[src/source/boot_params.svh]
//////////////////////////////
// Boot loader constants
// Host offsets are word aligned and lie below the host mask
// Credit limit also sets the router tag queue depth
//////////////////////////////
`ifndef BOOT_PARAMS_SVH
`define BOOT_PARAMS_SVH

`define BOOT_ADDR_W          32
`define BOOT_DATA_W          32
`define BOOT_HOST_BASE       32'h0010_0000
`define BOOT_HOST_MASK       32'hfff0_0000
`define BOOT_REG_CORE_ID     32'h0000_0000
`define BOOT_REG_IMAGE_BASE  32'h0000_0004
`define BOOT_REG_FREEZE      32'h0000_0008
`define BOOT_REG_FINISH      32'h0000_000c
`define BOOT_CFG_CORE_ID     3
`define BOOT_CFG_IMAGE_BASE  32'h8000_0000
`define BOOT_CFG_ENTRIES     3
`define BOOT_IMAGE_WORDS     16
`define BOOT_IMAGE_PATTERN   32'ha5a5_0000
`define BOOT_IMAGE_STEP      32'h0001_0101
`define BOOT_MAX_CREDITS     4

`endif

[src/source/boot_pkg.sv]
//////////////////////////////
// Shared boot channel types
// Commands carry one data word, no byte masks
//////////////////////////////
`include "boot_params.svh"

package boot_pkg;

   typedef enum logic
   {
      MEM_WRITE = 1'b0,
      MEM_READ  = 1'b1
   } mem_op_e;

   typedef enum logic [1:0]
   {
      IDLE,
      ISSUE,
      DRAIN,
      DONE
   } loader_state_e;

   typedef enum logic
   {
      DEST_HOST = 1'b0,
      DEST_MEM  = 1'b1
   } dest_e;

   typedef struct packed
   {
      mem_op_e                 op;
      logic [`BOOT_ADDR_W-1:0] addr;
      logic [`BOOT_DATA_W-1:0] data;
   } mem_cmd_s;

   typedef struct packed
   {
      mem_op_e                 op;
      logic [`BOOT_DATA_W-1:0] data;
   } mem_resp_s;

   typedef struct packed
   {
      logic                    freeze;
      logic [7:0]              core_id;
      logic [`BOOT_ADDR_W-1:0] image_base;
   } boot_cfg_s;

endpackage

[src/source/cfg_loader.sv]
//////////////////////////////
// Configuration writer
// Table is fixed at build time, writes only
//////////////////////////////
`timescale 1ns/1ps
`include "boot_params.svh"

module cfg_loader
(
   input  logic                clk_i,
   input  logic                arst_n_i,
   output boot_pkg::mem_cmd_s  cmd_o,
   output logic                cmd_v_o,
   input  logic                cmd_ready_i,
   input  boot_pkg::mem_resp_s resp_i,
   input  logic                resp_v_i,
   output logic                resp_ready_o,
   output logic                done_o
);

   localparam int CNT_W = $clog2(`BOOT_CFG_ENTRIES + 1);

   boot_pkg::loader_state_e state_q, state_d;
   logic [CNT_W-1:0]        idx_q, ack_q;
   logic                    issue, ack, last_issue, last_ack;

   assign issue      = cmd_v_o && cmd_ready_i;
   assign ack        = resp_v_i && resp_ready_o && (resp_i.op == boot_pkg::MEM_WRITE);
   assign last_issue = issue && (idx_q == CNT_W'(`BOOT_CFG_ENTRIES - 1));
   assign last_ack   = ack && (ack_q == CNT_W'(`BOOT_CFG_ENTRIES - 1));

   assign cmd_v_o      = (state_q == boot_pkg::ISSUE);
   assign resp_ready_o = 1'b1;
   assign done_o       = (state_q == boot_pkg::DONE);

   // Entry order is core id, image base, freeze set
   always_comb
   begin
      cmd_o.op = boot_pkg::MEM_WRITE;
      case (idx_q)
         CNT_W'(0):
         begin
            cmd_o.addr = `BOOT_HOST_BASE | `BOOT_REG_CORE_ID;
            cmd_o.data = `BOOT_DATA_W'(`BOOT_CFG_CORE_ID);
         end
         CNT_W'(1):
         begin
            cmd_o.addr = `BOOT_HOST_BASE | `BOOT_REG_IMAGE_BASE;
            cmd_o.data = `BOOT_CFG_IMAGE_BASE;
         end
         default:
         begin
            cmd_o.addr = `BOOT_HOST_BASE | `BOOT_REG_FREEZE;
            cmd_o.data = `BOOT_DATA_W'(1);
         end
      endcase
   end

   always_comb
   begin
      state_d = state_q;
      case (state_q)
         boot_pkg::IDLE:  state_d = boot_pkg::ISSUE;
         boot_pkg::ISSUE: if (last_issue) state_d = boot_pkg::DRAIN;
         boot_pkg::DRAIN: if (last_ack) state_d = boot_pkg::DONE;
         default:         state_d = boot_pkg::DONE;
      endcase
   end

   always_ff @(posedge clk_i or negedge arst_n_i)
   begin
      if (!arst_n_i)
      begin
         state_q <= boot_pkg::IDLE;
         idx_q   <= '0;
         ack_q   <= '0;
      end
      else
      begin
         state_q <= state_d;
         if (issue)
            idx_q <= idx_q + 1'b1;
         if (ack)
            ack_q <= ack_q + 1'b1;
      end
   end

endmodule

[src/source/image_loader.sv]
//////////////////////////////
// Image writer
// Runs once per reset, image base sampled from cfg
// Closes with freeze clear, then finish
//////////////////////////////
`timescale 1ns/1ps
`include "boot_params.svh"

module image_loader
(
   input  logic                clk_i,
   input  logic                arst_n_i,
   input  logic                start_i,
   input  boot_pkg::boot_cfg_s cfg_i,
   output boot_pkg::mem_cmd_s  cmd_o,
   output logic                cmd_v_o,
   input  logic                cmd_ready_i,
   input  boot_pkg::mem_resp_s resp_i,
   input  logic                resp_v_i,
   output logic                resp_ready_o,
   output logic                done_o
);

   localparam int TOTAL = `BOOT_IMAGE_WORDS + 2;
   localparam int CNT_W = $clog2(TOTAL + 1);

   boot_pkg::loader_state_e state_q, state_d;
   logic [CNT_W-1:0]        idx_q, ack_q;
   logic                    issue, ack;

   assign issue        = cmd_v_o && cmd_ready_i;
   assign ack          = resp_v_i && resp_ready_o && (resp_i.op == boot_pkg::MEM_WRITE);
   assign cmd_v_o      = (state_q == boot_pkg::ISSUE);
   assign resp_ready_o = 1'b1;
   assign done_o       = (state_q == boot_pkg::DONE);

   always_comb
   begin
      cmd_o.op = boot_pkg::MEM_WRITE;
      if (idx_q < CNT_W'(`BOOT_IMAGE_WORDS))
      begin
         cmd_o.addr = cfg_i.image_base + (`BOOT_ADDR_W'(idx_q) << 2);
         cmd_o.data = `BOOT_IMAGE_PATTERN + `BOOT_DATA_W'(idx_q) * `BOOT_IMAGE_STEP;
      end
      else if (idx_q == CNT_W'(`BOOT_IMAGE_WORDS))
      begin
         cmd_o.addr = `BOOT_HOST_BASE | `BOOT_REG_FREEZE;
         cmd_o.data = '0;
      end
      else
      begin
         cmd_o.addr = `BOOT_HOST_BASE | `BOOT_REG_FINISH;
         cmd_o.data = `BOOT_DATA_W'(1);
      end
   end

   always_comb
   begin
      state_d = state_q;
      case (state_q)
         boot_pkg::IDLE:  if (start_i) state_d = boot_pkg::ISSUE;
         boot_pkg::ISSUE: if (issue && idx_q == CNT_W'(TOTAL - 1)) state_d = boot_pkg::DRAIN;
         boot_pkg::DRAIN: if (ack && ack_q == CNT_W'(TOTAL - 1)) state_d = boot_pkg::DONE;
         default:         state_d = boot_pkg::DONE;
      endcase
   end

   always_ff @(posedge clk_i or negedge arst_n_i)
   begin
      if (!arst_n_i)
      begin
         state_q <= boot_pkg::IDLE;
         idx_q   <= '0;
         ack_q   <= '0;
      end
      else
      begin
         state_q <= state_d;
         if (issue)
            idx_q <= idx_q + 1'b1;
         if (ack)
            ack_q <= ack_q + 1'b1;
      end
   end

   // Configuration must stay complete for the whole image load
   a_no_cmd_before_start: assert property (@(posedge clk_i) disable iff (!arst_n_i)
      cmd_v_o |-> start_i);

endmodule

[src/source/load_arbiter.sv]
//////////////////////////////
// Loader channel arbiter
// Config side owns the channel until cfg_done
// Owner switch assumes no config response in flight
//////////////////////////////
`timescale 1ns/1ps
`include "boot_params.svh"

module load_arbiter
(
   input  logic                clk_i,
   input  logic                arst_n_i,
   input  logic                cfg_done_i,
   input  boot_pkg::mem_cmd_s  cfg_cmd_i,
   input  logic                cfg_cmd_v_i,
   output logic                cfg_cmd_ready_o,
   output boot_pkg::mem_resp_s cfg_resp_o,
   output logic                cfg_resp_v_o,
   input  logic                cfg_resp_ready_i,
   input  boot_pkg::mem_cmd_s  img_cmd_i,
   input  logic                img_cmd_v_i,
   output logic                img_cmd_ready_o,
   output boot_pkg::mem_resp_s img_resp_o,
   output logic                img_resp_v_o,
   input  logic                img_resp_ready_i,
   output boot_pkg::mem_cmd_s  cmd_o,
   output logic                cmd_v_o,
   input  logic                cmd_ready_i,
   input  boot_pkg::mem_resp_s resp_i,
   input  logic                resp_v_i,
   output logic                resp_ready_o
);

   localparam int CRD_W = $clog2(`BOOT_MAX_CREDITS + 1);

   logic [CRD_W-1:0] credits_q;
   logic             credit_ok, cmd_fire, resp_fire;

   // Credits only grow on a transfer, so a pending valid is never pulled
   assign credit_ok = (credits_q != CRD_W'(`BOOT_MAX_CREDITS));
   assign cmd_fire  = cmd_v_o && cmd_ready_i;
   assign resp_fire = resp_v_i && resp_ready_o;

   assign cmd_o           = cfg_done_i ? img_cmd_i : cfg_cmd_i;
   assign cmd_v_o         = credit_ok && (cfg_done_i ? img_cmd_v_i : cfg_cmd_v_i);
   assign cfg_cmd_ready_o = !cfg_done_i && credit_ok && cmd_ready_i;
   assign img_cmd_ready_o = cfg_done_i && credit_ok && cmd_ready_i;

   assign cfg_resp_o   = resp_i;
   assign img_resp_o   = resp_i;
   assign cfg_resp_v_o = !cfg_done_i && resp_v_i;
   assign img_resp_v_o = cfg_done_i && resp_v_i;
   assign resp_ready_o = cfg_done_i ? img_resp_ready_i : cfg_resp_ready_i;

   always_ff @(posedge clk_i or negedge arst_n_i)
   begin
      if (!arst_n_i)
         credits_q <= '0;
      else if (cmd_fire && !resp_fire)
         credits_q <= credits_q + 1'b1;
      else if (resp_fire && !cmd_fire)
         credits_q <= credits_q - 1'b1;
   end

   a_credit_limit: assert property (@(posedge clk_i) disable iff (!arst_n_i)
      credits_q <= CRD_W'(`BOOT_MAX_CREDITS));

endmodule

[src/source/host_router.sv]
//////////////////////////////
// Host and memory router
// Responses leave in command order
// Upstream must limit commands in flight to the credit count
//////////////////////////////
`timescale 1ns/1ps
`include "boot_params.svh"

module host_router
(
   input  logic                clk_i,
   input  logic                arst_n_i,
   input  boot_pkg::mem_cmd_s  cmd_i,
   input  logic                cmd_v_i,
   output logic                cmd_ready_o,
   output boot_pkg::mem_resp_s resp_o,
   output logic                resp_v_o,
   input  logic                resp_ready_i,
   output boot_pkg::mem_cmd_s  host_cmd_o,
   output logic                host_cmd_v_o,
   input  logic                host_cmd_ready_i,
   input  boot_pkg::mem_resp_s host_resp_i,
   input  logic                host_resp_v_i,
   output logic                host_resp_ready_o,
   output boot_pkg::mem_cmd_s  mem_cmd_o,
   output logic                mem_cmd_v_o,
   input  logic                mem_cmd_ready_i,
   input  boot_pkg::mem_resp_s mem_resp_i,
   input  logic                mem_resp_v_i,
   output logic                mem_resp_ready_o
);

   localparam int DEPTH = `BOOT_MAX_CREDITS;
   localparam int PTR_W = (DEPTH > 1) ? $clog2(DEPTH) : 1;
   localparam int CNT_W = $clog2(DEPTH + 1);

   boot_pkg::dest_e  tag_q [DEPTH];
   boot_pkg::dest_e  cmd_dest, head;
   logic [PTR_W-1:0] wr_ptr_q, rd_ptr_q;
   logic [CNT_W-1:0] cnt_q;
   logic             full, empty, push, pop;

   assign full  = (cnt_q == CNT_W'(DEPTH));
   assign empty = (cnt_q == '0);
   assign head  = tag_q[rd_ptr_q];

   // Address decode
   assign cmd_dest = ((cmd_i.addr & `BOOT_HOST_MASK) == `BOOT_HOST_BASE) ?
                     boot_pkg::DEST_HOST : boot_pkg::DEST_MEM;

   assign host_cmd_o   = cmd_i;
   assign mem_cmd_o    = cmd_i;
   assign host_cmd_v_o = cmd_v_i && !full && (cmd_dest == boot_pkg::DEST_HOST);
   assign mem_cmd_v_o  = cmd_v_i && !full && (cmd_dest == boot_pkg::DEST_MEM);
   assign cmd_ready_o  = !full &&
                         ((cmd_dest == boot_pkg::DEST_HOST) ? host_cmd_ready_i : mem_cmd_ready_i);

   // Only the head destination may answer
   assign resp_o            = (head == boot_pkg::DEST_HOST) ? host_resp_i : mem_resp_i;
   assign resp_v_o          = !empty &&
                              ((head == boot_pkg::DEST_HOST) ? host_resp_v_i : mem_resp_v_i);
   assign host_resp_ready_o = !empty && (head == boot_pkg::DEST_HOST) && resp_ready_i;
   assign mem_resp_ready_o  = !empty && (head == boot_pkg::DEST_MEM) && resp_ready_i;

   assign push = cmd_v_i && cmd_ready_o;
   assign pop  = resp_v_o && resp_ready_i;

   always_ff @(posedge clk_i)
   begin
      if (push)
         tag_q[wr_ptr_q] <= cmd_dest;
   end

   always_ff @(posedge clk_i or negedge arst_n_i)
   begin
      if (!arst_n_i)
      begin
         wr_ptr_q <= '0;
         rd_ptr_q <= '0;
         cnt_q    <= '0;
      end
      else
      begin
         if (push)
            wr_ptr_q <= (wr_ptr_q == PTR_W'(DEPTH - 1)) ? '0 : wr_ptr_q + 1'b1;
         if (pop)
            rd_ptr_q <= (rd_ptr_q == PTR_W'(DEPTH - 1)) ? '0 : rd_ptr_q + 1'b1;
         if (push && !pop)
            cnt_q <= cnt_q + 1'b1;
         else if (pop && !push)
            cnt_q <= cnt_q - 1'b1;
      end
   end

   // Arbiter credits keep a free tag slot for every offered command
   a_tag_no_overflow: assert property (@(posedge clk_i) disable iff (!arst_n_i)
      cmd_v_i |-> !full);

endmodule

[src/source/host_regs.sv]
//////////////////////////////
// Host register block
// One access at a time, ack one cycle later
// Unknown offsets are acked and ignored
//////////////////////////////
`timescale 1ns/1ps
`include "boot_params.svh"

module host_regs
(
   input  logic                clk_i,
   input  logic                arst_n_i,
   input  boot_pkg::mem_cmd_s  cmd_i,
   input  logic                cmd_v_i,
   output logic                cmd_ready_o,
   output boot_pkg::mem_resp_s resp_o,
   output logic                resp_v_o,
   input  logic                resp_ready_i,
   output boot_pkg::boot_cfg_s cfg_o,
   output logic                finish_o
);

   boot_pkg::boot_cfg_s     cfg_q;
   boot_pkg::mem_resp_s     resp_q;
   logic                    finish_q, pending_q, accept, wr;
   logic [`BOOT_ADDR_W-1:0] offset;
   logic [`BOOT_DATA_W-1:0] rd_data;

   assign offset      = cmd_i.addr & ~`BOOT_HOST_MASK;
   assign cmd_ready_o = !pending_q;
   assign accept      = cmd_v_i && cmd_ready_o;
   assign wr          = accept && (cmd_i.op == boot_pkg::MEM_WRITE);

   always_comb
   begin
      case (offset)
         `BOOT_REG_CORE_ID:    rd_data = `BOOT_DATA_W'(cfg_q.core_id);
         `BOOT_REG_IMAGE_BASE: rd_data = cfg_q.image_base;
         `BOOT_REG_FREEZE:     rd_data = `BOOT_DATA_W'(cfg_q.freeze);
         `BOOT_REG_FINISH:     rd_data = `BOOT_DATA_W'(finish_q);
         default:              rd_data = '0;
      endcase
   end

   // Response payload, held until taken
   always_ff @(posedge clk_i)
   begin
      if (accept)
      begin
         resp_q.op   <= cmd_i.op;
         resp_q.data <= (cmd_i.op == boot_pkg::MEM_READ) ? rd_data : cmd_i.data;
      end
   end

   always_ff @(posedge clk_i or negedge arst_n_i)
   begin
      if (!arst_n_i)
      begin
         pending_q        <= 1'b0;
         cfg_q.freeze     <= 1'b1;
         cfg_q.core_id    <= '0;
         cfg_q.image_base <= '0;
         finish_q         <= 1'b0;
      end
      else
      begin
         if (accept)
            pending_q <= 1'b1;
         else if (resp_ready_i)
            pending_q <= 1'b0;
         if (wr && offset == `BOOT_REG_CORE_ID)
            cfg_q.core_id <= cmd_i.data[7:0];
         if (wr && offset == `BOOT_REG_IMAGE_BASE)
            cfg_q.image_base <= cmd_i.data;
         if (wr && offset == `BOOT_REG_FREEZE)
            cfg_q.freeze <= cmd_i.data[0];
         if (wr && offset == `BOOT_REG_FINISH)
            finish_q <= cmd_i.data[0];
      end
   end

   assign resp_o   = resp_q;
   assign resp_v_o = pending_q;
   assign cfg_o    = cfg_q;
   assign finish_o = finish_q;

endmodule

[src/source/boot_ctrl_top.sv]
//////////////////////////////
// Boot controller top
// Memory port sees image writes only
//////////////////////////////
`timescale 1ns/1ps

module boot_ctrl_top
(
   input  logic                clk_i,
   input  logic                arst_n_i,
   output boot_pkg::mem_cmd_s  mem_cmd_o,
   output logic                mem_cmd_v_o,
   input  logic                mem_cmd_ready_i,
   input  boot_pkg::mem_resp_s mem_resp_i,
   input  logic                mem_resp_v_i,
   output logic                mem_resp_ready_o,
   output boot_pkg::boot_cfg_s cfg_o,
   output logic                freeze_o,
   output logic                finish_o,
   output logic                done_o
);

   boot_pkg::mem_cmd_s  cfg_cmd, img_cmd, load_cmd, host_cmd;
   boot_pkg::mem_resp_s cfg_resp, img_resp, load_resp, host_resp;
   logic                cfg_cmd_v, cfg_cmd_ready, cfg_resp_v, cfg_resp_ready;
   logic                img_cmd_v, img_cmd_ready, img_resp_v, img_resp_ready;
   logic                load_cmd_v, load_cmd_ready, load_resp_v, load_resp_ready;
   logic                host_cmd_v, host_cmd_ready, host_resp_v, host_resp_ready;
   logic                cfg_done;

   cfg_loader cfg_loader0
   (
      .clk_i(clk_i), .arst_n_i(arst_n_i),
      .cmd_o(cfg_cmd), .cmd_v_o(cfg_cmd_v), .cmd_ready_i(cfg_cmd_ready),
      .resp_i(cfg_resp), .resp_v_i(cfg_resp_v), .resp_ready_o(cfg_resp_ready),
      .done_o(cfg_done)
   );

   image_loader image_loader0
   (
      .clk_i(clk_i), .arst_n_i(arst_n_i), .start_i(cfg_done), .cfg_i(cfg_o),
      .cmd_o(img_cmd), .cmd_v_o(img_cmd_v), .cmd_ready_i(img_cmd_ready),
      .resp_i(img_resp), .resp_v_i(img_resp_v), .resp_ready_o(img_resp_ready),
      .done_o(done_o)
   );

   load_arbiter load_arbiter0
   (
      .clk_i(clk_i), .arst_n_i(arst_n_i), .cfg_done_i(cfg_done),
      .cfg_cmd_i(cfg_cmd), .cfg_cmd_v_i(cfg_cmd_v), .cfg_cmd_ready_o(cfg_cmd_ready),
      .cfg_resp_o(cfg_resp), .cfg_resp_v_o(cfg_resp_v), .cfg_resp_ready_i(cfg_resp_ready),
      .img_cmd_i(img_cmd), .img_cmd_v_i(img_cmd_v), .img_cmd_ready_o(img_cmd_ready),
      .img_resp_o(img_resp), .img_resp_v_o(img_resp_v), .img_resp_ready_i(img_resp_ready),
      .cmd_o(load_cmd), .cmd_v_o(load_cmd_v), .cmd_ready_i(load_cmd_ready),
      .resp_i(load_resp), .resp_v_i(load_resp_v), .resp_ready_o(load_resp_ready)
   );

   host_router host_router0
   (
      .clk_i(clk_i), .arst_n_i(arst_n_i),
      .cmd_i(load_cmd), .cmd_v_i(load_cmd_v), .cmd_ready_o(load_cmd_ready),
      .resp_o(load_resp), .resp_v_o(load_resp_v), .resp_ready_i(load_resp_ready),
      .host_cmd_o(host_cmd), .host_cmd_v_o(host_cmd_v), .host_cmd_ready_i(host_cmd_ready),
      .host_resp_i(host_resp), .host_resp_v_i(host_resp_v),
      .host_resp_ready_o(host_resp_ready),
      .mem_cmd_o(mem_cmd_o), .mem_cmd_v_o(mem_cmd_v_o), .mem_cmd_ready_i(mem_cmd_ready_i),
      .mem_resp_i(mem_resp_i), .mem_resp_v_i(mem_resp_v_i), .mem_resp_ready_o(mem_resp_ready_o)
   );

   host_regs host_regs0
   (
      .clk_i(clk_i), .arst_n_i(arst_n_i),
      .cmd_i(host_cmd), .cmd_v_i(host_cmd_v), .cmd_ready_o(host_cmd_ready),
      .resp_o(host_resp), .resp_v_o(host_resp_v), .resp_ready_i(host_resp_ready),
      .cfg_o(cfg_o), .finish_o(finish_o)
   );

   assign freeze_o = cfg_o.freeze;

endmodule

[config.mk]
export PLATFORM = sky130hd
export DESIGN_NAME = boot_ctrl_top
export DESIGN_NICKNAME = d
export VERILOG_FILES = /design/src/source/boot_pkg.sv /design/src/source/cfg_loader.sv /design/src/source/image_loader.sv /design/src/source/load_arbiter.sv /design/src/source/host_router.sv /design/src/source/host_regs.sv /design/src/source/boot_ctrl_top.sv
export VERILOG_INCLUDE_DIRS = /design/src /design/src/source
export SDC_FILE = /design/constraint.sdc
export NUM_CORES = 1
export LEC_CHECK = 0
export BUFFER_PORTS_ARGS = -buffer_cell sky130_fd_sc_hd__buf_2
export CAP_MARGIN = 20
export CORE_AREA = 2 2 149 151
export CTS_BUF_LIST = sky130_fd_sc_hd__clkbuf_4 sky130_fd_sc_hd__clkbuf_8
export DETAILED_ROUTE_END_ITERATION = 12
export DIE_AREA = 0 0 151 153
export PLACE_DENSITY = 0.68
export SYNTH_ARGS = -nofsm -noshare
export SYNTH_HDL_FRONTEND = slang
export SYNTH_HIERARCHICAL = 1
export SYNTH_SLANG_ARGS = --single-unit
[constraint.sdc]
create_clock -name clk_i -period 6.6 [get_ports clk_i]
set_clock_uncertainty 0.2 [all_clocks]
set_input_delay 1.65 -clock clk_i [delete_from_list [all_inputs] [get_ports clk_i]]
set_output_delay 1.65 -clock clk_i [all_outputs]
set_load 0.02 [all_outputs]
==> run_results.csv, run 1 <==
group,metric,value,unit
status,status,"finished, final reports clean",
drt,wl_per_cell,15.40,um
power,power,3.001,mW
drt,vias,4254,
clock_network,postCtsSetupBuffers,0,
setup_path,path_buf_inv,2,
clock_network,cts_tree,"built",
timing,rsz0062_at_grt,"no",
power,combPwrFrac,65.8,%
placed_design,post-place-ws,1.246,ns
floorplanning,start_util,32.94,%
grt,grt_pass1_wl,23470,um
power,power.switching,1.481,mW
setup_path,cp-startpoint,"image_loader0/idx_q[0]$_DFFE_PN0P_",
setup_path,critPathArrivalTime,3.90,ns
clock_network,clkLatencyLatePin,0.37,ns
timing,layout_setup_ws,0.8503,ns
floorplanning,io_pins,148,
yosys,ys_warn_count,6,
floorplanning,core-area,21490,um2
power,p_sw_share,49.37,%
clock_network,ctsResizeCount,0,
cells_and_area,synthToLayoutAreaGrowth,-4.083,%
cells_and_area,ff_latch_area,1928,um2
cells_and_area,drive_gt1_share,38.72,%
timing,holdWs,0.2704,ns
yosys,syn_area,7078,um2
clock_network,clock_sinks,76,
cells_and_area,fill_cells,2264,
yosys,syn_avg_cell_area,9.913,um2
power,cell_internal_pwr,1.519,mW
floorplanning,rows,54,
timing,fmax,173.9,MHz
min_path,min_path_type,"flop to flop",
setup_path,crit_path_max_fanout,6,
timing,report.final.slew_viol_count,0,
floorplanning,die_h,153,um
power,clkPwrFrac,11.5,%
yosys,syn_inst,714,
run,timing.max_cap.violations,0,
clock_network,cts-root-buf,"clkbuf_8",
cells_and_area,antenna_cells,0,
drt,antenna_left,0,
setup_path,crit_type,"flop to output port",
setup_path,critical_path.top_delay_family,"simple AND/OR/NAND/NOR gates",
setup_path,endpoint_kind,"output port",
setup_path,r2r-start,"image_loader0/idx_q[0]$_DFFE_PN0P_",
floorplanning,die_area,23100,um2
grt,track_usage,13.34,%
clock_network,cts_hold_buf,0,
grt,overflow,0,
timing,tns,0,ns
setup_path,cp.required,4.75,ns
clock_network,cts_made_buffers,9,
min_path,hold_start,"load_arbiter0/credits_q[2]$_DFFE_PN0P_",
setup_path,cpPeakStageDelay,0.46,ns
grt,grt_antenna_before_repair,0,
placed_design,place_congestion,0.7881,
timing,finalSetupViolations,0,
setup_path,cp_cell_sequence,"ha_1 -> fa_1 -> a211o_1 -> a21oi_1 -> buf_4 -> nor4b_2 -> xnor2_1 -> nor2_1 -> mux2_2 -> nor4_1 -> nand3_1 -> nor2b_1 -> buf_2",
cells_and_area,nets,751,
cells_and_area,multi_input_area,3626,um2
drt,first_iter_violations,192,
timing,worstMarginPinSlew,0.6310,ns
timing,period_share,87.12,%
clock_network,cts_htree_levels,3,
placed_design,port-buffer-count,102,
drt,via_per_inst,4.399,
power,seqPwrFrac,22.7,%
drt,first_pass_iters,4,
drt,drc,0,
setup_path,slowest_stage,"dfrtp_1",
power,p_per_area,442.0,nW/um2
grt,grt_max_degree,72,
clock_network,clockBufferDepth,2,
grt,grt_pass1_vias,4146,
timing,fin_crit,5.750,ns
setup_path,crit_path_start_kind,"flop",
cells_and_area,final_util,31.60,%
timing,hold_viol_final,0,
drt,wirelength,14890,um
clock_network,clkSlewWorstSetupHoldPaths,0.09,ns
floorplanning,die_w,151,um
placed_design,hpwl,11280,um
timing,slew_headroom,57.93,%
power,peakVddDrop,0.0001394,V
power,power.leakage,3.362,nW
## flip-flops by register name, indices dropped and copies added (netlist names)
name / count
cfg_loader0/ack_q: 2
cfg_loader0/idx_q: 2
cfg_loader0/state_q: 2
host_regs0/cfg_o: 41
host_regs0/finish_o: 1
host_regs0/resp_o: 1
host_regs0/resp_v_o: 1
host_router0/cnt_q: 3
host_router0/rd_ptr_q: 2
host_router0/tag_q: 4
host_router0/wr_ptr_q: 2
image_loader0/ack_q: 5
image_loader0/idx_q: 5
image_loader0/state_q: 2
load_arbiter0/credits_q: 3
## placed cells by master, fill, tap and decap left out, types with 4 or more instances in the layout
cell type / n
ha_1: 28
dfrtp_1: 70
and3_1: 5
nand4_1: 9
xnor2_1: 25
nor2b_1: 12
nor2_1: 42
xor2_1: 10
and2_1: 9
conb_1: 75
edfxtp_1: 5
nand2b_1: 4
fa_1: 4
mux2_2: 112
a211oi_1: 7
clkbuf_8: 9
o31ai_1: 5
nor4_1: 6
a21oi_1: 12
o21ai_0: 8
nand2_1: 15
inv_1: 25
buf_4: 8
buf_2: 101
nand3_1: 14
## area by class of cell
class                           instances  share of cell area, %
Multi-Input combinational cell        458                  53.41
Sequential cell                        76                  28.40
Timing Repair Buffer                  111                  9.031
Tap cell                              280                  5.160
Clock buffer                           12                  2.156
Inverter                               26                  1.438
Clock inverter                          4                 0.4055
## power by group through the flow
stage	Clock [mW]	Sequential, mW	Combinational [mW]
3_5_place_dp	0	0.692	1.98
2_1_floorplan	0	0.679	2.17
6_report	0.344	0.683	1.97
4_1_cts	0.359	0.684	1.99
5_1_grt	0.376	0.701	2.18
3_3_place_gp	0	0.687	1.95
## stage by stage
step	cell area, um2	std cells
2_1_floorplan	7345	785
3_3_place_gp	6588	950
3_5_place_dp	6588	950
4_1_cts	6761	966
5_1_grt	6789	967
6_report	6789	967
## final timing paths
check                                                          to  slack (ns)  depth (start not counted)
min in group asynchronous        host_regs0/cfg_o[27]$_DFFE_PN0P_        0.91                          1
max reg2reg                      host_regs0/cfg_o[16]$_DFFE_PN0P_        1.38                         17
min reg2reg                load_arbiter0/credits_q[2]$_DFFE_PN0P_        0.27                          1
max in group asynchronous        host_regs0/cfg_o[40]$_DFFE_PN1P_        4.67                          2
min                        load_arbiter0/credits_q[2]$_DFFE_PN0P_        0.27                          1
max                                                   mem_cmd_v_o        0.85                         13
## per-layer routing
metal	global-route usage, %	wire length, um
met1	17.50	6715
met2	22.27	7353
met3	2.597	614
met4	3.738	204
met5	0	0
Note: power is estimated with default switching activity, not from simulation.
==> inputs of run 2 (changes only) <==
--- a/config.mk
+++ b/config.mk
@@ -7,11 +7,12 @@
 export NUM_CORES = 1
 export LEC_CHECK = 0
 export BUFFER_PORTS_ARGS = -buffer_cell sky130_fd_sc_hd__buf_2
-export CAP_MARGIN = 20
+export CAP_MARGIN = 5
 export CORE_AREA = 2 2 149 151
 export CTS_BUF_LIST = sky130_fd_sc_hd__clkbuf_4 sky130_fd_sc_hd__clkbuf_8
 export DETAILED_ROUTE_END_ITERATION = 12
 export DIE_AREA = 0 0 151 153
+export HOLD_SLACK_MARGIN = 0.08
 export PLACE_DENSITY = 0.68
 export SYNTH_ARGS = -nofsm -noshare
 export SYNTH_HDL_FRONTEND = slang
==> constraint.sdc (replaced) <==
create_clock -name clk_i -period 6.6 [get_ports clk_i]
set_clock_uncertainty 0.2 [all_clocks]
set_input_delay 1.32 -clock clk_i [delete_from_list [all_inputs] [get_ports clk_i]]
set_output_delay 1.32 -clock clk_i [all_outputs]
set_load 0.02 [all_outputs]
==> run_results.csv, run 2 (synthesis results as in run 1) <==
group,metric,value,unit
setup_path,cp.required,5.08,ns
grt,overflow,0,
power,peakVddDrop,0.0001415,V
cells_and_area,synthToLayoutAreaGrowth,-4.561,%
setup_path,path_buf_inv,2,
timing,rsz0062_at_grt,"no",
drt,first_iter_violations,211,
timing,tns,0,ns
status,status,"finished, final reports clean",
floorplanning,io_pins,148,
cells_and_area,mostFrequentLayoutCells,"112 x mux2_2, 101 x buf_2, 75 x conb_1, 70 x dfrtp_1, 42 x nor2_1",
clock_network,clkSlewWorstSetupHoldPaths,0.10,ns
setup_path,critical_path.top_delay_family,"simple AND/OR/NAND/NOR gates",
timing,slew_headroom,36.08,%
timing,fin_crit,5.421,ns
placed_design,port-buffer-count,102,
cells_and_area,nets,750,
placed_design,post-place-ws,1.319,ns
grt,grt_pass1_vias,4086,
clock_network,clock_sinks,76,
floorplanning,die_w,151,um
timing,holdWs,0.2576,ns
cells_and_area,final_util,31.44,%
setup_path,slowest_stage,"dfrtp_1",
drt,first_pass_iters,6,
clock_network,clockBufferDepth,2,
clock_network,cts_made_buffers,9,
cells_and_area,largest_reg_flops,41,
timing,period_share,82.13,%
floorplanning,core-area,21490,um2
cells_and_area,drive_gt1_share,38.63,%
setup_path,endpoint_kind,"output port",
drt,wirelength,14740,um
cells_and_area,antenna_cells,0,
placed_design,hpwl,11310,um
setup_path,crit_path_start_kind,"flop",
drt,wl_per_cell,15.26,um
drt,antenna_left,0,
timing,finalSetupViolations,0,
grt,grt_max_degree,72,
floorplanning,rows,54,
grt,grt_antenna_before_repair,0,
clock_network,cts_hold_buf,0,
min_path,min_path_type,"flop to flop",
timing,layout_setup_ws,1.179,ns
timing,worstMarginPinSlew,0.9588,ns
placed_design,place_congestion,0.7800,
setup_path,cp_cell_sequence,"ha_1 -> a21o_2 -> a21oi_2 -> buf_4 -> and2_1 -> nor4b_1 -> mux2_2 -> mux2_2 -> nor4_1 -> nand3_1 -> nor2b_1 -> buf_2",
clock_network,cts_htree_levels,3,
clock_network,ctsResizeCount,0,
timing,fmax,184.5,MHz
power,p_per_area,445.2,nW/um2
clock_network,postCtsSetupBuffers,0,
drt,vias,4262,
setup_path,r2r_setup_slack,1.33,ns
drt,drc,0,
drt,via_per_inst,4.412,
grt,track_usage,13.13,%
timing,hold_viol_final,0,
power,power.leakage,3.352,nW
setup_path,crit_path_max_fanout,9,
clock_network,cts_tree,"built",
setup_path,cpPeakStageDelay,0.43,ns
setup_path,critPathArrivalTime,3.90,ns
run,timing.max_cap.violations,0,
floorplanning,start_util,32.94,%
cells_and_area,mostFrequentLayoutCell,"mux2_2",
floorplanning,die_h,153,um
floorplanning,die_area,23100,um2
timing,report.final.slew_viol_count,0,
setup_path,crit_top_cell,"mux2_2",
setup_path,crit_type,"flop to output port",
clock_network,cts-root-buf,"clkbuf_8",
clock_network,clkLatencyLatePin,0.38,ns
grt,grt_pass1_wl,23140,um
==> run 2: cell count changes in the layout (fill, tap and decap cells not counted) <==
cell        previous run  this run
clkinv_2               1         0
clkinvlp_4             3         2
buf_16                 1         0
inv_6                  0         4
inv_4                  0         1
buf_12                 1         0
buf_4                  8         9
clkbuf_4               3         0
==> run 2: cell type report <==
class	instances	area, um2
Clock buffer	9	123.9
Inverter	26	97.59
Timing Repair Buffer	110	573.1
Clock inverter	7	56.30
Tap cell	280	350.3
Sequential cell	76	1928
Multi-Input combinational cell	458	3626
Fill cell	2280	14730
==> run 2: power breakdown <==
part           switching, mW  total, mW  internal [mW]
combinational           1.19       1.98          0.791
clock                  0.207      0.349          0.142
sequential             0.104      0.683          0.579
==> run 2: worst reg2reg max path, delay by kind of cell, from the launching register on <==
kind	cells	cell delay [ns]
buffers and inverters	2	0.54
adders and majority gates	1	0.41
DFF	1	0.43
and+or+nand+nor	8	2.31
muxes	3	1.04
AOI/OAI and AO/OA	2	0.21
==> run 2: stage by stage <==
| step | total power, mW | std cells | instance area [um2] |
|---|---|---|---|
| after floorplan | 2.845 | 785 | 7345 |
| after CTS | 3.054 | 966 | 6755 |
| after detailed placement | 2.680 | 950 | 6575 |
| after global placement | 2.641 | 950 | 6575 |
| after global routing | 3.264 | 966 | 6755 |
| final | 3.008 | 966 | 6755 |
==> run 2: worst paths after layout <==
| kind | from | endpoint | cells past startpoint |
|---|---|---|---|
| min reg2reg | load_arbiter0/credits_q[2]$_DFFE_PN0P_ | load_arbiter0/credits_q[2]$_DFFE_PN0P_ | 1 |
| min in group asynchronous | arst_n_i | host_regs0/cfg_o[25]$_DFFE_PN0P_ | 1 |
| max | host_regs0/cfg_o[5]$_DFFE_PN0P_ | mem_cmd_v_o | 12 |
| max in group asynchronous | arst_n_i | host_regs0/cfg_o[0]$_DFFE_PN0P_ | 1 |
| max reg2reg | host_regs0/cfg_o[5]$_DFFE_PN0P_ | host_regs0/cfg_o[16]$_DFFE_PN0P_ | 16 |
| min | load_arbiter0/credits_q[2]$_DFFE_PN0P_ | load_arbiter0/credits_q[2]$_DFFE_PN0P_ | 1 |
==> run 2: routing by layer <==
metal,GRT usage [%],routed length (um),up-vias
met5,0,0,-
met4,4.228,235,0
met3,2.925,620,14
met2,21.84,7201,85
met1,16.84,6682,2084
li1,-,-,2079
==> inputs of run 3 (changes only) <==
--- a/config.mk
+++ b/config.mk
@@ -6,14 +6,14 @@
 export SDC_FILE = /design/constraint.sdc
 export NUM_CORES = 1
 export LEC_CHECK = 0
+export ABC_AREA = 1
 export BUFFER_PORTS_ARGS = -buffer_cell sky130_fd_sc_hd__buf_2
 export CAP_MARGIN = 5
-export CORE_AREA = 2 2 149 151
+export CORE_AREA = 2 2 155 157
 export CTS_BUF_LIST = sky130_fd_sc_hd__clkbuf_4 sky130_fd_sc_hd__clkbuf_8
 export DETAILED_ROUTE_END_ITERATION = 12
-export DIE_AREA = 0 0 151 153
+export DIE_AREA = 0 0 157 159
 export HOLD_SLACK_MARGIN = 0.08
-export PLACE_DENSITY = 0.68
 export SYNTH_ARGS = -nofsm -noshare
 export SYNTH_HDL_FRONTEND = slang
 export SYNTH_HIERARCHICAL = 1
==> constraint.sdc (replaced) <==
create_clock -name clk_i -period 5.5 [get_ports clk_i]
set_clock_uncertainty 0.2 [all_clocks]
set_input_delay 1.1 -clock clk_i [delete_from_list [all_inputs] [get_ports clk_i]]
set_output_delay 1.1 -clock clk_i [all_outputs]
set_load 0.02 [all_outputs]
==> run_results.csv, run 3 <==
group,metric,value,unit
cells_and_area,largest_reg_flops,41,
clock_network,cts_htree_levels,3,
drt,first_pass_iters,5,
yosys,syn_area,7879,um2
placed_design,dp.cells,1428,
floorplanning,die_h,159,um
grt,track_usage,15.22,%
timing,tns,0,ns
yosys,ys_warn_count,6,
setup_path,cp_cell_sequence,"ha_1 -> fa_1 -> nand2_1 -> nand2_1 -> nand3_1 -> nand2_2 -> nand3_1 -> nand2_1 -> nand3_1 -> nand2_1 -> nand2_1 -> inv_1 -> nor2_1 -> nand2_1 -> nor2_2 -> nand2_1 -> nor2_1 -> nand2_1 -> nor2_1 -> nand2_4 -> nand2_1 -> o21ai_2",
cells_and_area,mostFrequentLayoutCell,"nand2_1",
clock_network,clkSlewWorstSetupHoldPaths,0.09,ns
grt,grt_max_degree,72,
grt,overflow,0,
clock_network,ctsResizeCount,0,
clock_network,cts_made_buffers,9,
placed_design,place_congestion,0.8423,
cells_and_area,mostFrequentLayoutCells,"383 x nand2_1, 116 x inv_1, 101 x buf_2, 96 x nor2_1, 75 x conb_1",
drt,first_iter_violations,353,
timing,worstMarginPinSlew,0.9846,ns
timing,period_share,83.23,%
yosys,syn_inst,1165,
drt,wl_per_cell,12.79,um
placed_design,hpwl,14380,um
cells_and_area,fill_cells,2524,
setup_path,r2r_setup_slack,0.92,ns
timing,report.final.slew_viol_count,0,
timing,slew_headroom,34.36,%
grt,grt_pass1_wl,29730,um
clock_network,cts-root-buf,"clkbuf_8",
power,peakVddDrop,0.0001351,V
drt,via_per_inst,4.190,
grt,grt_antenna_before_repair,0,
drt,vias,6050,
power,power.leakage,4.039,nW
drt,drc,0,
timing,rsz0062_at_grt,"no",
clock_network,clkLatencyLatePin,0.38,ns
grt,grt_pass1_vias,5608,
timing,finalSetupViolations,0,
cells_and_area,final_util,32.71,%
floorplanning,start_util,33.97,%
cells_and_area,drive_gt1_share,19.29,%
min_path,min_path_type,"flop to flop",
cells_and_area,synthToLayoutAreaGrowth,-3.700,%
setup_path,slowest_stage,"nand2_4",
power,p_per_area,201.7,nW/um2
setup_path,cpPeakStageDelay,0.54,ns
floorplanning,core-area,23190,um2
setup_path,crit_path_max_fanout,64,
floorplanning,rows,56,
run,timing.max_cap.violations,0,
drt,wirelength,18470,um
setup_path,crit_top_cell,"nand2_1",
timing,fmax,218.4,MHz
setup_path,cp.required,5.55,ns
placed_design,place_area,7320,um2
cells_and_area,finalNonFillerCells,1444,
placed_design,port-buffer-count,102,
clock_network,cts_hold_buf,0,
clock_network,cts_tree,"built",
floorplanning,io_pins,148,
cells_and_area,final_area,7587,um2
clock_network,clock_sinks,76,
timing,hold_viol_final,0,
setup_path,crit_path_start_kind,"flop",
power,power,1.530,mW
cells_and_area,antenna_cells,0,
setup_path,crit_type,"flop to flop",
status,status,"finished, final reports clean",
yosys,syn_avg_cell_area,6.763,um2
setup_path,endpoint_kind,"flop",
cells_and_area,nets,1189,
setup_path,critPathArrivalTime,4.63,ns
clock_network,postCtsSetupBuffers,0,
floorplanning,die_w,157,um
floorplanning,die_area,24960,um2
timing,fin_crit,4.578,ns
drt,antenna_left,0,
clock_network,clockBufferDepth,2,
## run 3: metrics by stage
step	hold WS [ns]	worst slack [ns]
final	0.2689	0.9221
after global routing	0.3106	0.4609
after CTS	0.2722	0.8637
after detailed placement	0.2588	0.8893
after global placement	0.2553	0.9403
after floorplan	0.2422	1.754
## run 3: area by class of cell
class / count / area [um2] / share of cell area (%)
Clock buffer: 10 / 131.4 / 1.732
Multi-Input combinational cell: 797 / 3955 / 52.13
Sequential cell: 76 / 1928 / 25.41
Tap cell: 319 / 399.1 / 5.261
Timing Repair Buffer: 107 / 550.5 / 7.256
Clock inverter: 6 / 136.4 / 1.797
Inverter: 129 / 486.7 / 6.415
## run 3: worst max-delay path: cells and delay by family, from the launching register on
| family | cells | cell delay [ns] |
|---|---|---|
| flops | 1 | 0.45 |
| simple gates | 18 | 2.95 |
| compound gates | 1 | 0.07 |
| fa+ha+maj | 2 | 0.68 |
| buf+inv | 1 | 0.04 |
## run 3: per-layer routing
layer / GRT usage (%) / up-vias / share of wire (%)
met5: 0 / - / 0
met4: 4.420 / 0 / 1.6
met3: 2.940 / 21 / 5.0
met2: 25.26 / 139 / 47
met1: 20.02 / 2698 / 47
li1: - / 3192 / -
## run 3: power by group
group | internal [mW] | switching [mW]
sequential | 0.612 | 0.0491
combinational | 0.0997 | 0.181
clock | 0.353 | 0.236
total | 1.06 | 0.465
## run 3: final timing paths
check,start,end,cells past startpoint
worst max-delay path,image_loader0/idx_q[0]$_DFFE_PN0P_,host_regs0/cfg_o[16]$_DFFE_PN0P_,22
worst min-delay path,image_loader0/ack_q[4]$_DFFE_PN0P_,image_loader0/ack_q[4]$_DFFE_PN0P_,1
worst max register to register,image_loader0/idx_q[0]$_DFFE_PN0P_,host_regs0/cfg_o[16]$_DFFE_PN0P_,22
worst min register to register,image_loader0/ack_q[4]$_DFFE_PN0P_,image_loader0/ack_q[4]$_DFFE_PN0P_,1
max in group asynchronous,arst_n_i,host_regs0/cfg_o[15]$_DFFE_PN0P_,1
min in group asynchronous,arst_n_i,host_router0/rd_ptr_q[0]$_DFFE_PN0P_,1
